[src/source/valu_pkg.sv]
`default_nettype none

package valu_pkg;

    localparam int DATA_WIDTH = 64;

    typedef logic [DATA_WIDTH-1:0]   data_t;
    typedef logic [31:0]             addr_t;
    typedef logic [7:0]              vl_t;
    typedef logic [DATA_WIDTH/8-1:0] be_t;
    typedef logic [7:0]              off_t;
    typedef logic [1:0]              sew_t;
    typedef logic [5:0]              func_id_t;

    localparam sew_t SEW_8  = 2'd0;
    localparam sew_t SEW_16 = 2'd1;
    localparam sew_t SEW_32 = 2'd2;
    localparam sew_t SEW_64 = 2'd3;

    localparam func_id_t FUNC_ADD  = 6'b000000;
    localparam func_id_t FUNC_SUB  = 6'b000010;
    localparam func_id_t FUNC_RSUB = 6'b000011;
    localparam func_id_t FUNC_MINU = 6'b000100;
    localparam func_id_t FUNC_MIN  = 6'b000101;
    localparam func_id_t FUNC_MAXU = 6'b000110;
    localparam func_id_t FUNC_MAX  = 6'b000111;
    localparam func_id_t FUNC_AND  = 6'b001001;
    localparam func_id_t FUNC_OR   = 6'b001010;
    localparam func_id_t FUNC_XOR  = 6'b001011;
    localparam func_id_t FUNC_MOVE = 6'b010111;

    // same as the low two bits of the logic function codes
    localparam logic [1:0] LOGIC_AND = 2'b01;
    localparam logic [1:0] LOGIC_OR  = 2'b10;
    localparam logic [1:0] LOGIC_XOR = 2'b11;

    typedef struct packed {
        logic  start_flag;
        logic  end_flag;
        vl_t   vl;
        sew_t  sew;
        off_t  off;
        addr_t addr;
        be_t   be;
    } sideband_t;

    typedef struct packed {
        logic en;
        logic sub;
        logic rsub;
        logic minmax;
        logic max_sel;
        logic signed_op;
    } add_ctrl_t;

    typedef struct packed {
        logic       en;
        logic [1:0] op;
        logic       move;
    } logic_ctrl_t;

    typedef struct packed {
        logic  valid;
        data_t data;
    } unit_result_t;

endpackage

`default_nettype wire
[src/source/valu_top.sv]
`timescale 1ns/1ns
`default_nettype none

module valu_top (
    input  wire logic                   clk,
    input  wire logic                   rst,
    input  wire logic                   req_valid,
    input  wire valu_pkg::func_id_t     req_func_id,
    input  wire logic                   req_mask,
    input  wire valu_pkg::data_t        req_data0,
    input  wire valu_pkg::data_t        req_data1,   // vs2
    input  wire valu_pkg::sew_t         req_sew,
    input  wire valu_pkg::vl_t          req_vl,
    input  wire valu_pkg::off_t         req_off,
    input  wire valu_pkg::addr_t        req_addr,
    input  wire valu_pkg::be_t          req_be,
    input  wire logic                   req_start,
    input  wire logic                   req_end,
    output logic                        resp_valid,
    output logic                        resp_start,
    output logic                        resp_end,
    output valu_pkg::data_t             resp_data,
    output valu_pkg::sew_t              resp_sew,
    output valu_pkg::vl_t               resp_vl,
    output valu_pkg::off_t              resp_off,
    output valu_pkg::addr_t             resp_addr,
    output valu_pkg::be_t               resp_be
);

    valu_pkg::add_ctrl_t    add_ctrl;
    valu_pkg::logic_ctrl_t  logic_ctrl;
    valu_pkg::unit_result_t add_result;
    valu_pkg::unit_result_t logic_result;
    valu_pkg::sideband_t    sideband;

    // start and end only count with a valid request
    assign sideband = '{
        start_flag: req_start & req_valid,
        end_flag:   req_end & req_valid,
        vl:         req_vl,
        sew:        req_sew,
        off:        req_off,
        addr:       req_addr,
        be:         req_be
    };

    valu_decode u_decode (
        .req_valid   (req_valid),
        .req_func_id (req_func_id),
        .req_mask    (req_mask),
        .add_ctrl    (add_ctrl),
        .logic_ctrl  (logic_ctrl)
    );

    valu_add_min_max u_add (
        .clk    (clk),
        .rst    (rst),
        .ctrl   (add_ctrl),
        .data0  (req_data0),
        .data1  (req_data1),
        .sew    (req_sew),
        .result (add_result)
    );

    valu_logic u_logic (
        .clk    (clk),
        .rst    (rst),
        .ctrl   (logic_ctrl),
        .data0  (req_data0),
        .data1  (req_data1),
        .result (logic_result)
    );

    valu_resp_align u_resp (
        .clk          (clk),
        .rst          (rst),
        .sideband     (sideband),
        .add_result   (add_result),
        .logic_result (logic_result),
        .resp_valid   (resp_valid),
        .resp_start   (resp_start),
        .resp_end     (resp_end),
        .resp_data    (resp_data),
        .resp_sew     (resp_sew),
        .resp_vl      (resp_vl),
        .resp_off     (resp_off),
        .resp_addr    (resp_addr),
        .resp_be      (resp_be)
    );

endmodule

`default_nettype wire

[src/source/valu_resp_align.sv]
`timescale 1ns/1ns
`default_nettype none

module valu_resp_align (
    input  wire logic                   clk,
    input  wire logic                   rst,
    input  wire valu_pkg::sideband_t    sideband,
    input  wire valu_pkg::unit_result_t add_result,
    input  wire valu_pkg::unit_result_t logic_result,
    output logic                        resp_valid,
    output logic                        resp_start,
    output logic                        resp_end,
    output valu_pkg::data_t             resp_data,
    output valu_pkg::sew_t              resp_sew,
    output valu_pkg::vl_t               resp_vl,
    output valu_pkg::off_t              resp_off,
    output valu_pkg::addr_t             resp_addr,
    output valu_pkg::be_t               resp_be
);

    valu_pkg::sideband_t sb_pipe [2];   // matches the two unit stages

    always_ff @(posedge clk) begin
        if (rst) begin
            sb_pipe[0] <= '0;
            sb_pipe[1] <= '0;
        end else begin
            sb_pipe[0] <= sideband;
            sb_pipe[1] <= sb_pipe[0];
        end
    end

    always_ff @(posedge clk) begin
        if (rst) begin
            resp_valid <= 1'b0;
            resp_start <= 1'b0;
            resp_end   <= 1'b0;
            resp_data  <= '0;
            resp_sew   <= valu_pkg::SEW_8;
            resp_vl    <= '0;
            resp_off   <= '0;
            resp_addr  <= '0;
            resp_be    <= '0;
        end else begin
            // idle units drive zero data
            resp_valid <= add_result.valid | logic_result.valid;
            resp_data  <= add_result.data | logic_result.data;
            resp_start <= sb_pipe[1].start_flag;
            resp_end   <= sb_pipe[1].end_flag;
            resp_sew   <= sb_pipe[1].sew;
            resp_vl    <= sb_pipe[1].vl;
            resp_off   <= sb_pipe[1].off;
            resp_addr  <= sb_pipe[1].addr;
            resp_be    <= sb_pipe[1].be;
        end
    end

endmodule

`default_nettype wire

[src/source/valu_logic.sv]
`timescale 1ns/1ns
`default_nettype none

module valu_logic (
    input  wire logic                   clk,
    input  wire logic                   rst,
    input  wire valu_pkg::logic_ctrl_t  ctrl,
    input  wire valu_pkg::data_t        data0,
    input  wire valu_pkg::data_t        data1,
    output valu_pkg::unit_result_t      result
);

    valu_pkg::data_t opnd1;
    logic [1:0]      op;
    valu_pkg::data_t bitwise;

    logic            s1_valid;
    valu_pkg::data_t s1_data;

    // move is data0 | 0
    assign opnd1 = ctrl.move ? '0 : data1;
    assign op    = ctrl.move ? valu_pkg::LOGIC_OR : ctrl.op;

    always_comb begin
        case (op)
            valu_pkg::LOGIC_AND: bitwise = opnd1 & data0;
            valu_pkg::LOGIC_OR:  bitwise = opnd1 | data0;
            valu_pkg::LOGIC_XOR: bitwise = opnd1 ^ data0;
            default:             bitwise = '0;
        endcase
    end

    always_ff @(posedge clk) begin
        if (rst) begin
            s1_valid <= 1'b0;
        end else begin
            s1_valid <= ctrl.en;
        end
    end

    always_ff @(posedge clk) begin
        s1_data <= bitwise;
    end

    // extra stage to line up with the add unit
    always_ff @(posedge clk) begin
        if (rst) begin
            result <= '0;
        end else begin
            result.valid <= s1_valid;
            result.data  <= s1_valid ? s1_data : '0;
        end
    end

endmodule

`default_nettype wire

[src/source/valu_add_min_max.sv]
`timescale 1ns/1ns
`default_nettype none

module valu_add_min_max (
    input  wire logic                   clk,
    input  wire logic                   rst,
    input  wire valu_pkg::add_ctrl_t    ctrl,
    input  wire valu_pkg::data_t        data0,
    input  wire valu_pkg::data_t        data1,
    input  wire valu_pkg::sew_t         sew,
    output valu_pkg::unit_result_t      result
);

    localparam int NBYTES = valu_pkg::DATA_WIDTH / 8;

    valu_pkg::data_t     sum_w  [4];
    valu_pkg::data_t     diff_w [4];
    logic [NBYTES-1:0]   lt_w   [4];   // one flag per lane, lane i at bit i

    valu_pkg::add_ctrl_t s1_ctrl;
    valu_pkg::sew_t      s1_sew;
    valu_pkg::data_t     s1_sum;
    valu_pkg::data_t     s1_diff;
    valu_pkg::data_t     s1_data0;
    valu_pkg::data_t     s1_data1;
    logic [NBYTES-1:0]   s1_lt;

    logic [NBYTES-1:0]   byte_lt;
    valu_pkg::data_t     s2_data;

    // every lane width in parallel, picked by sew below
    for (genvar w = 0; w < 4; w++) begin : g_sew
        localparam int LW = 8 << w;
        localparam int NL = valu_pkg::DATA_WIDTH / LW;

        for (genvar l = 0; l < NL; l++) begin : g_lane
            logic [LW-1:0] a;   // vs2 lane
            logic [LW-1:0] b;

            assign a = data1[l*LW +: LW];
            assign b = data0[l*LW +: LW];

            assign sum_w[w][l*LW +: LW]  = a + b;
            assign diff_w[w][l*LW +: LW] = ctrl.rsub ? b - a : a - b;
            assign lt_w[w][l] = ctrl.signed_op ? ($signed(a) < $signed(b)) : (a < b);
        end

        if (NL < NBYTES) begin : g_lt_pad
            assign lt_w[w][NBYTES-1:NL] = '0;
        end
    end

    always_ff @(posedge clk) begin
        if (rst) begin
            s1_ctrl <= '0;
            s1_sew  <= valu_pkg::SEW_8;
        end else begin
            s1_ctrl <= ctrl;
            s1_sew  <= sew;
        end
    end

    always_ff @(posedge clk) begin
        s1_sum   <= sum_w[sew];
        s1_diff  <= diff_w[sew];
        s1_lt    <= lt_w[sew];
        s1_data0 <= data0;
        s1_data1 <= data1;
    end

    // spread lane flags over the bytes of each lane
    always_comb begin
        for (int b = 0; b < NBYTES; b++) begin
            byte_lt[b] = s1_lt[b >> s1_sew];
        end
    end

    always_comb begin
        if (s1_ctrl.minmax) begin
            for (int b = 0; b < NBYTES; b++) begin
                s2_data[b*8 +: 8] = (byte_lt[b] ^ s1_ctrl.max_sel) ? s1_data1[b*8 +: 8]
                                                                   : s1_data0[b*8 +: 8];
            end
        end else if (s1_ctrl.sub | s1_ctrl.rsub) begin
            s2_data = s1_diff;
        end else begin
            s2_data = s1_sum;
        end
    end

    always_ff @(posedge clk) begin
        if (rst) begin
            result <= '0;
        end else begin
            result.valid <= s1_ctrl.en;
            result.data  <= s1_ctrl.en ? s2_data : '0;  // zero when idle for the OR combine
        end
    end

endmodule

`default_nettype wire

[src/source/valu_decode.sv]
`timescale 1ns/1ns
`default_nettype none

module valu_decode (
    input  wire logic                   req_valid,
    input  wire valu_pkg::func_id_t     req_func_id,
    input  wire logic                   req_mask,
    output valu_pkg::add_ctrl_t         add_ctrl,
    output valu_pkg::logic_ctrl_t       logic_ctrl
);

    always_comb begin
        add_ctrl   = '0;
        logic_ctrl = '0;

        case (req_func_id)
            valu_pkg::FUNC_ADD: add_ctrl.en = 1'b1;
            valu_pkg::FUNC_SUB: begin
                add_ctrl.en  = 1'b1;
                add_ctrl.sub = 1'b1;
            end
            valu_pkg::FUNC_RSUB: begin
                add_ctrl.en   = 1'b1;
                add_ctrl.rsub = 1'b1;
            end
            valu_pkg::FUNC_MINU, valu_pkg::FUNC_MIN,
            valu_pkg::FUNC_MAXU, valu_pkg::FUNC_MAX: begin
                add_ctrl.en        = 1'b1;
                add_ctrl.minmax    = 1'b1;
                add_ctrl.max_sel   = req_func_id[1];
                add_ctrl.signed_op = req_func_id[0];
            end
            valu_pkg::FUNC_AND: begin
                logic_ctrl.en = 1'b1;
                logic_ctrl.op = valu_pkg::LOGIC_AND;
            end
            valu_pkg::FUNC_OR: begin
                logic_ctrl.en = 1'b1;
                logic_ctrl.op = valu_pkg::LOGIC_OR;
            end
            valu_pkg::FUNC_XOR: begin
                logic_ctrl.en = 1'b1;
                logic_ctrl.op = valu_pkg::LOGIC_XOR;
            end
            valu_pkg::FUNC_MOVE: begin
                // unmasked form would be a merge, not handled here
                if (req_mask) begin
                    logic_ctrl.en   = 1'b1;
                    logic_ctrl.move = 1'b1;
                    logic_ctrl.op   = valu_pkg::LOGIC_OR;
                end
            end
            default: ;
        endcase

        add_ctrl.en   = add_ctrl.en & req_valid;
        logic_ctrl.en = logic_ctrl.en & req_valid;
    end

endmodule

`default_nettype wire

[config.mk]
export PLATFORM = sky130hd
export DESIGN_NAME = valu_top
export DESIGN_NICKNAME = d
export VERILOG_FILES = /design/src/source/valu_pkg.sv /design/src/source/valu_top.sv /design/src/source/valu_resp_align.sv /design/src/source/valu_logic.sv /design/src/source/valu_add_min_max.sv /design/src/source/valu_decode.sv
export SDC_FILE = /design/constraint.sdc
export NUM_CORES = 2
export LEC_CHECK = 0
export BUFFER_PORTS_ARGS = -buffer_cell sky130_fd_sc_hd__buf_2
export CORE_MARGIN = 5
export CORE_UTILIZATION = 65
export DETAILED_ROUTE_END_ITERATION = 10
export HOLD_SLACK_MARGIN = 0.03
export PLACE_DENSITY = 0.86
export SETUP_SLACK_MARGIN = 0.05
export SYNTH_ARGS = -nofsm -noshare
export SYNTH_HDL_FRONTEND = slang
export SYNTH_SLANG_ARGS = --single-unit
[constraint.sdc]
create_clock -name clk -period 5.35 [get_ports clk]
set_input_delay 1.3375 -clock clk [delete_from_list [all_inputs] [get_ports clk]]
set_output_delay 1.3375 -clock clk [all_outputs]
set_load 0.05 [all_outputs]
* After elaboration in Yosys (flattened, before gate mapping)
Memories as Yosys holds them, arrays and structs flattened. A register that Yosys moved wholly into a read port is not among the register bits. Index checks and enable logic that the tools add are counted.
Word-level totals: register bits after elaboration 531, bits in writable memories 120, input port bits 198, output and inout bits 125, logic and storage cells 243, memories kept 1
Operators by class: add/subtract/negate cells 45, order comparisons 39, equal/unequal tests 13, shifts and indexed selects 8, muxes and demuxes 88, bitwise gates (word level) 24, reductions and logical operators 6
Memory list:
- u_resp.sb_pipe | depth 2, bits a word 60, rd ports 2, clocked after memory_dff 1, wr ports 2, line valu_resp_align.sv:21 | valu_pkg::sideband_t sb_pipe [2];
Operator list (count):
- $mux W64 | 8
- $bmux W64 S2 | 2
- $lt A32 B5 Y1 const B | 8
- $pmux W64 S3 | 1
- $mux W8 | 18
- $lt A16 B16 Y1 | 8
- $lt A32 B32 Y1 | 4
- $lt A64 B64 Y1 | 2
- $lt A8 B8 Y1 | 16
- $or A64 B64 Y64 | 2
- $shr A3 B2 Y32 const A | 4
- $sub A16 B16 Y16 | 8
- $sub A32 B32 Y32 | 4
- $sub A64 B64 Y64 | 2
- $sub A8 B8 Y8 | 16
- $mux W60 | 2
- $add A16 B16 Y16 | 4
- $add A32 B32 Y32 | 2
- $add A64 B64 Y64 | 1
- $add A8 B8 Y8 | 8
- $and A64 B64 Y64 | 1
- $mux W16 | 4
- $mux W32 | 2
- $shr A1 B2 Y32 const A | 2
- 25 further kinds | 94

* Longest topological paths before layout
depth in word-level cells 7, gate-level depth with buffers 14, depth with buffers taken out 14

* Hierarchy
From an unflattened synthesis, not the netlist that was laid out.
Unflattened totals: cells, all modules 4498, area total of the unflattened synthesis 40323.7 sq um
Modules (own cells, without submodules):
- valu_add_min_max | times used 1, cells each 3282, area each 25763.5 sq um, sequential area each 6706.4 sq um
- valu_logic | times used 1, cells each 681, area each 7282.0 sq um, sequential area each 2602.5 sq um
- valu_resp_align | times used 1, cells each 517, area each 7129.3 sq um, sequential area each 4904.7 sq um
- valu_decode | times used 1, cells each 16, area each 136.4 sq um, sequential area each 0.0 sq um
- valu_top | times used 1, cells each 2, area each 12.5 sq um, sequential area each 0.0 sq um

* Worst setup path before layout
OpenSTA, ideal clock, no wires.
path kind input port to flip-flop, start input req_data0[0], end register u_add.s1_diff[50], library setup time 0.130 ns, arrival 3.800 ns, path slack 1.420 ns, stages 14, path buffers 0, cell sequence inv_1 > ha_1 > inv_1 > fa_1 > and4_1 > o311a_1 > a211oi_2 > nand2_1 > and4b_1 > o211ai_2 > nand2_1 > or3_1 > o21ai_1 > xnor2_1
Between the ends: longest elaborated chain between the ends 5
Ends and longest elaborated chain:
- start: declaration | line valu_top.sv:10 | input wire valu_pkg::data_t req_data0,
- $sub A64 B64 Y64 | line valu_add_min_max.sv:44 | assign diff_w[w][l*LW +: LW] = ctrl.rsub ? b - a : a - b;
- $mux W64 (*) | line valu_add_min_max.sv:44
- $bmux W64 S2 (*) | line valu_add_min_max.sv:65 | s1_diff <= diff_w[sew];
- $mux W64 (not written as such) (*) (2 in series) | line valu_add_min_max.sv:65
- end signal: assignment | line valu_add_min_max.sv:65
- end: declaration | line valu_add_min_max.sv:23 | valu_pkg::data_t s1_diff;
Every way passes the cells marked *; elsewhere a longest branch is shown, timed or not. The select of a mux whose other input is x is not followed. A chain may end at the register's enable or synchronous reset.

* Worst setup path in the final report
start input req_data0[14], end register u_add.s1_sum[49]
Between the ends: longest elaborated chain between the ends 4
Ends and longest elaborated chain:
- $add A64 B64 Y64 | line valu_add_min_max.sv:43 | assign sum_w[w][l*LW +: LW] = a + b;
- $bmux W64 S2 | line valu_add_min_max.sv:64 | s1_sum <= sum_w[sew];
- $mux W64 (not written as such) (2 in series) | line valu_add_min_max.sv:64
- end signal: assignment | line valu_add_min_max.sv:64
- end: declaration | line valu_add_min_max.sv:22 | valu_pkg::data_t s1_sum;
No other way between the ends. The select of a mux whose other input is x is not followed.

==> results by group <==
Status
  • Status: finished, violations left
  • Failing checks: capacitance limit

Logic synthesis
  • Avg Cell Area, Syn: 8.54 µm²
  • Synth top area share: 0.371
  • Top cells by area, synth: dfxtp_1 37%, ha_1 11%, a21oi_1 5.1%
  • Async set-reset flop share out of synthesis: 0
  • Main synth FF type: dfxtp_1
  • Most common cell in the netlist: dfxtp_1
  • Post-synth EDFFs: 0
  • YS warnings: 0
  • Syn Nets: 5020
  • Mapped Cells: 4476
  • Netlist cell types: 101
  • Largest area contributor in the netlist: dfxtp_1
  • Yosys reg bits: 708
  • Sequential-to-total area share from yosys stat: 0.371
  • Commonest cells in the netlist: 708 x dfxtp_1, 396 x nor2_1, 391 x a21oi_1
  • Mapped cell area: 0.0382 mm²

Timing
  • Worst Tran Pin Value: 1470 ps
  • Slew Limit Fails: 0
  • RSZ-0062 raised after global routing: no
  • Final worst slack: 197 ps
  • Final Hold Viols: 0
  • Setup Skew: 33.0 ps
  • Fmax: 194 MHz
  • Rel. slew slack: 0.0158
  • Setup-failing EPs final: 0
  • Final period util: 0.963
  • Min Tclk post-route: 5150 ps

Route
  • Pre-Repair DR Iteration Count: 7
  • ANT nets after route: 0
  • Number of DRC markers in iteration 0: 6830
  • WL/cell: 27.7 µm
  • Vias per std cell: 6.86
  • Final WL: 155000 µm
  • DRC: 0
  • Via count: 38349

Worst setup path
  • CP Capture Type: register
  • Launch point of the worst reg-to-reg path: u_resp.sb_pipe[0][49]
  • Reg2Reg Capture Point: u_add.result[46]
  • R2R cell count: 6
  • Crit path from: req_data0[14]
  • R2R setup slack: 1820 ps
  • Max FO, Critical Path: 9
  • CP required: 5870 ps
  • Setup crit end: u_add.s1_sum[49]
  • Critical path data arrival time: 5680 ps
  • Startpoint Class: input pin
  • Critical path type: in -> reg

Final layout
  • Fraction of layout cells with a size suffix above 1: 0.133
  • Fill count: 3997
  • Multi-input gate area: 0.0220 mm²
  • Post-layout instance area: 0.0433 mm²
  • Layout Nets: 5300
  • Non-filler cells, final: 5592
  • Layout area overhead: 13.3%
  • Reg area: 0.0142 mm²

Power and ir drop
  • Power Dens Cells: 329 mW/mm²
  • Static Leak: 19.0 nW
  • Peak supply drop: 0.000372 V

Global routing
  • Number of global-route vias before repair: 36028
  • GRT Residual Overflow: 0
  • Met1 Usage GRT: 0.598
  • Largest net degree at the start of global routing: 170
  • Grt peak-use layer: met2
  • Grt met2 use: 0.656
  • Initial antenna violation count: 17
  • Overall routing resource usage: 0.450
  • First-pass GRT wire length: 223000 µm
  • M3 GR Usage: 0.166

Run
  • # Max-Cap Violations: 1

Die
  • Die height: 252 µm
  • Rows: 88
  • IO Count: 323
  • Die X: 252 µm
  • Effective utilization at floorplan: 0.659
  • Die area: 0.0638 mm²
  • Core area: 0.0580 mm²

CTS
  • TritonCTS clock tree: done
  • Clk sink count: 708
  • Worst skew pair latency: 640 ps
  • Root buffer cell: clkbuf_16
  • Post-CTS setup repair buffer count: 0
  • Clock tree buffer depth: 3
  • H-tree depth: 3
  • Worst-path clk slew: 60 ps
  • Post-CTS sizing: 0
  • Cts bufs inserted: 71
  • Hold-fix buffers, CTS: 0

Placed design
  • Post-DP HPWL: 108000 µm
  • Global placer's final weighted congestion: 1.16
  • Post-DP Area: 0.0408 mm²
  • IO buf count: 322
  • Placed cell count: 5448
  • Dpl ws: 7.93 ps

Worst hold path
  • Hold Path Class: reg -> reg
-- cells by family (layout without fill, tap and decap cells) --
kind of cell | after synthesis | in the layout | share of synthesized area
AOI/OAI and AO/OA | 1351 | 1351 | 0.227
xor gates and xnor gates | 134 | 134 | 0.0307
adders and majority gates | 347 | 347 | 0.118
buffers and inverters | 543 | 878 | 0.0563
DFF | 708 | 708 | 0.371
muxes | 106 | 106 | 0.0307
other | 0 | 16 | 0
and+or+nand+nor | 1287 | 1287 | 0.166
-- worst max-delay path, stage by stage --
cell and delay (ps):
buf_2 130, inv_1 80, ha_1 450, buf_4 240, nor2b_1 140, o21ai_0 120
a21oi_1 210, nor3_1 80, o41ai_1 1000, nand3_1 370, a211oi_1 770, o311ai_0 340
o311a_1 400
-- per-layer routing --
metal	part of all wire	vias up
met5	0.00015	-
met4	0.057	4
met3	0.15	663
met2	0.41	3267
met1	0.38	18202
li1	-	16213
-- through the flow --
stage	hold slack [ps]	utilization	power (mW)	TNS, ps
after floorplan	406	-	7.68	0
after global placement	407	0.704	8.75	-15.7
after detailed placement	410	0.704	8.80	0
after CTS	426	0.746	14.0	0
after global routing	435	0.746	14.6	0
final	424	0.746	14.2	0
-- registers in the layout (all words and copies together) (netlist names) --
signal and flops:
u_add.result 65, u_add.s1_ctrl 5, u_add.s1_data0 64, u_add.s1_data1 64
u_add.s1_diff 63, u_add.s1_lt 8, u_add.s1_sew 1, u_add.s1_sum 64
u_logic.result 65, u_logic.s1_data 64, u_logic.s1_valid 1, u_resp.resp_addr 32
u_resp.resp_be 8, u_resp.resp_data 64, u_resp.resp_end 1, u_resp.resp_off 8
u_resp.resp_sew 2, u_resp.resp_start 1, u_resp.resp_valid 1, u_resp.resp_vl 8
u_resp.sb_pipe 119
-- worst min-delay path by stage --
stage,start,depth (start not counted),to
floorplan,u_logic.s1_data[0],1,u_logic.result[0]
global placement,u_logic.s1_data[1],1,u_logic.result[1]
detailed placement,u_logic.s1_data[24],1,u_logic.result[24]
CTS,u_logic.s1_data[19],1,u_logic.result[19]
global route,u_logic.s1_data[41],1,u_logic.result[41]
finish,u_logic.s1_data[19],1,u_logic.result[19]
-- cells in the final DEF (no fill, tap or decap), drive strengths merged, types with 69 or more instances in the layout --
cell type | netlist | routed
dfxtp | 708 | 708
ha | 322 | 322
nor2b | 261 | 261
a211oi | 181 | 181
nor2 | 398 | 398
inv | 299 | 307
o21ai | 288 | 288
clkbuf | 160 | 92
buf | 75 | 441
mux2i | 88 | 88
xnor2 | 117 | 117
and2 | 80 | 80
o21bai | 69 | 69
nand2 | 264 | 264
a21oi | 394 | 394
-- power by group --
group	switching (mW)	leakage, nW	internal [mW]
sequential	0.163	5.84	5.63
clock	2.30	1.18	2.96
combinational	2.12	12.0	1.06
-- cell type report --
type / instances / area share
Inverter: 308 / 0.0267
Multi-Input combinational cell: 3225 / 0.508
Antenna cell: 16 / 0.000925
Sequential cell: 708 / 0.327
Tap cell: 765 / 0.0221
Timing Repair Buffer: 442 / 0.0594
Clock inverter: 37 / 0.0101
Clock buffer: 91 / 0.0458
Note: power is estimated with default switching activity, not from simulation.
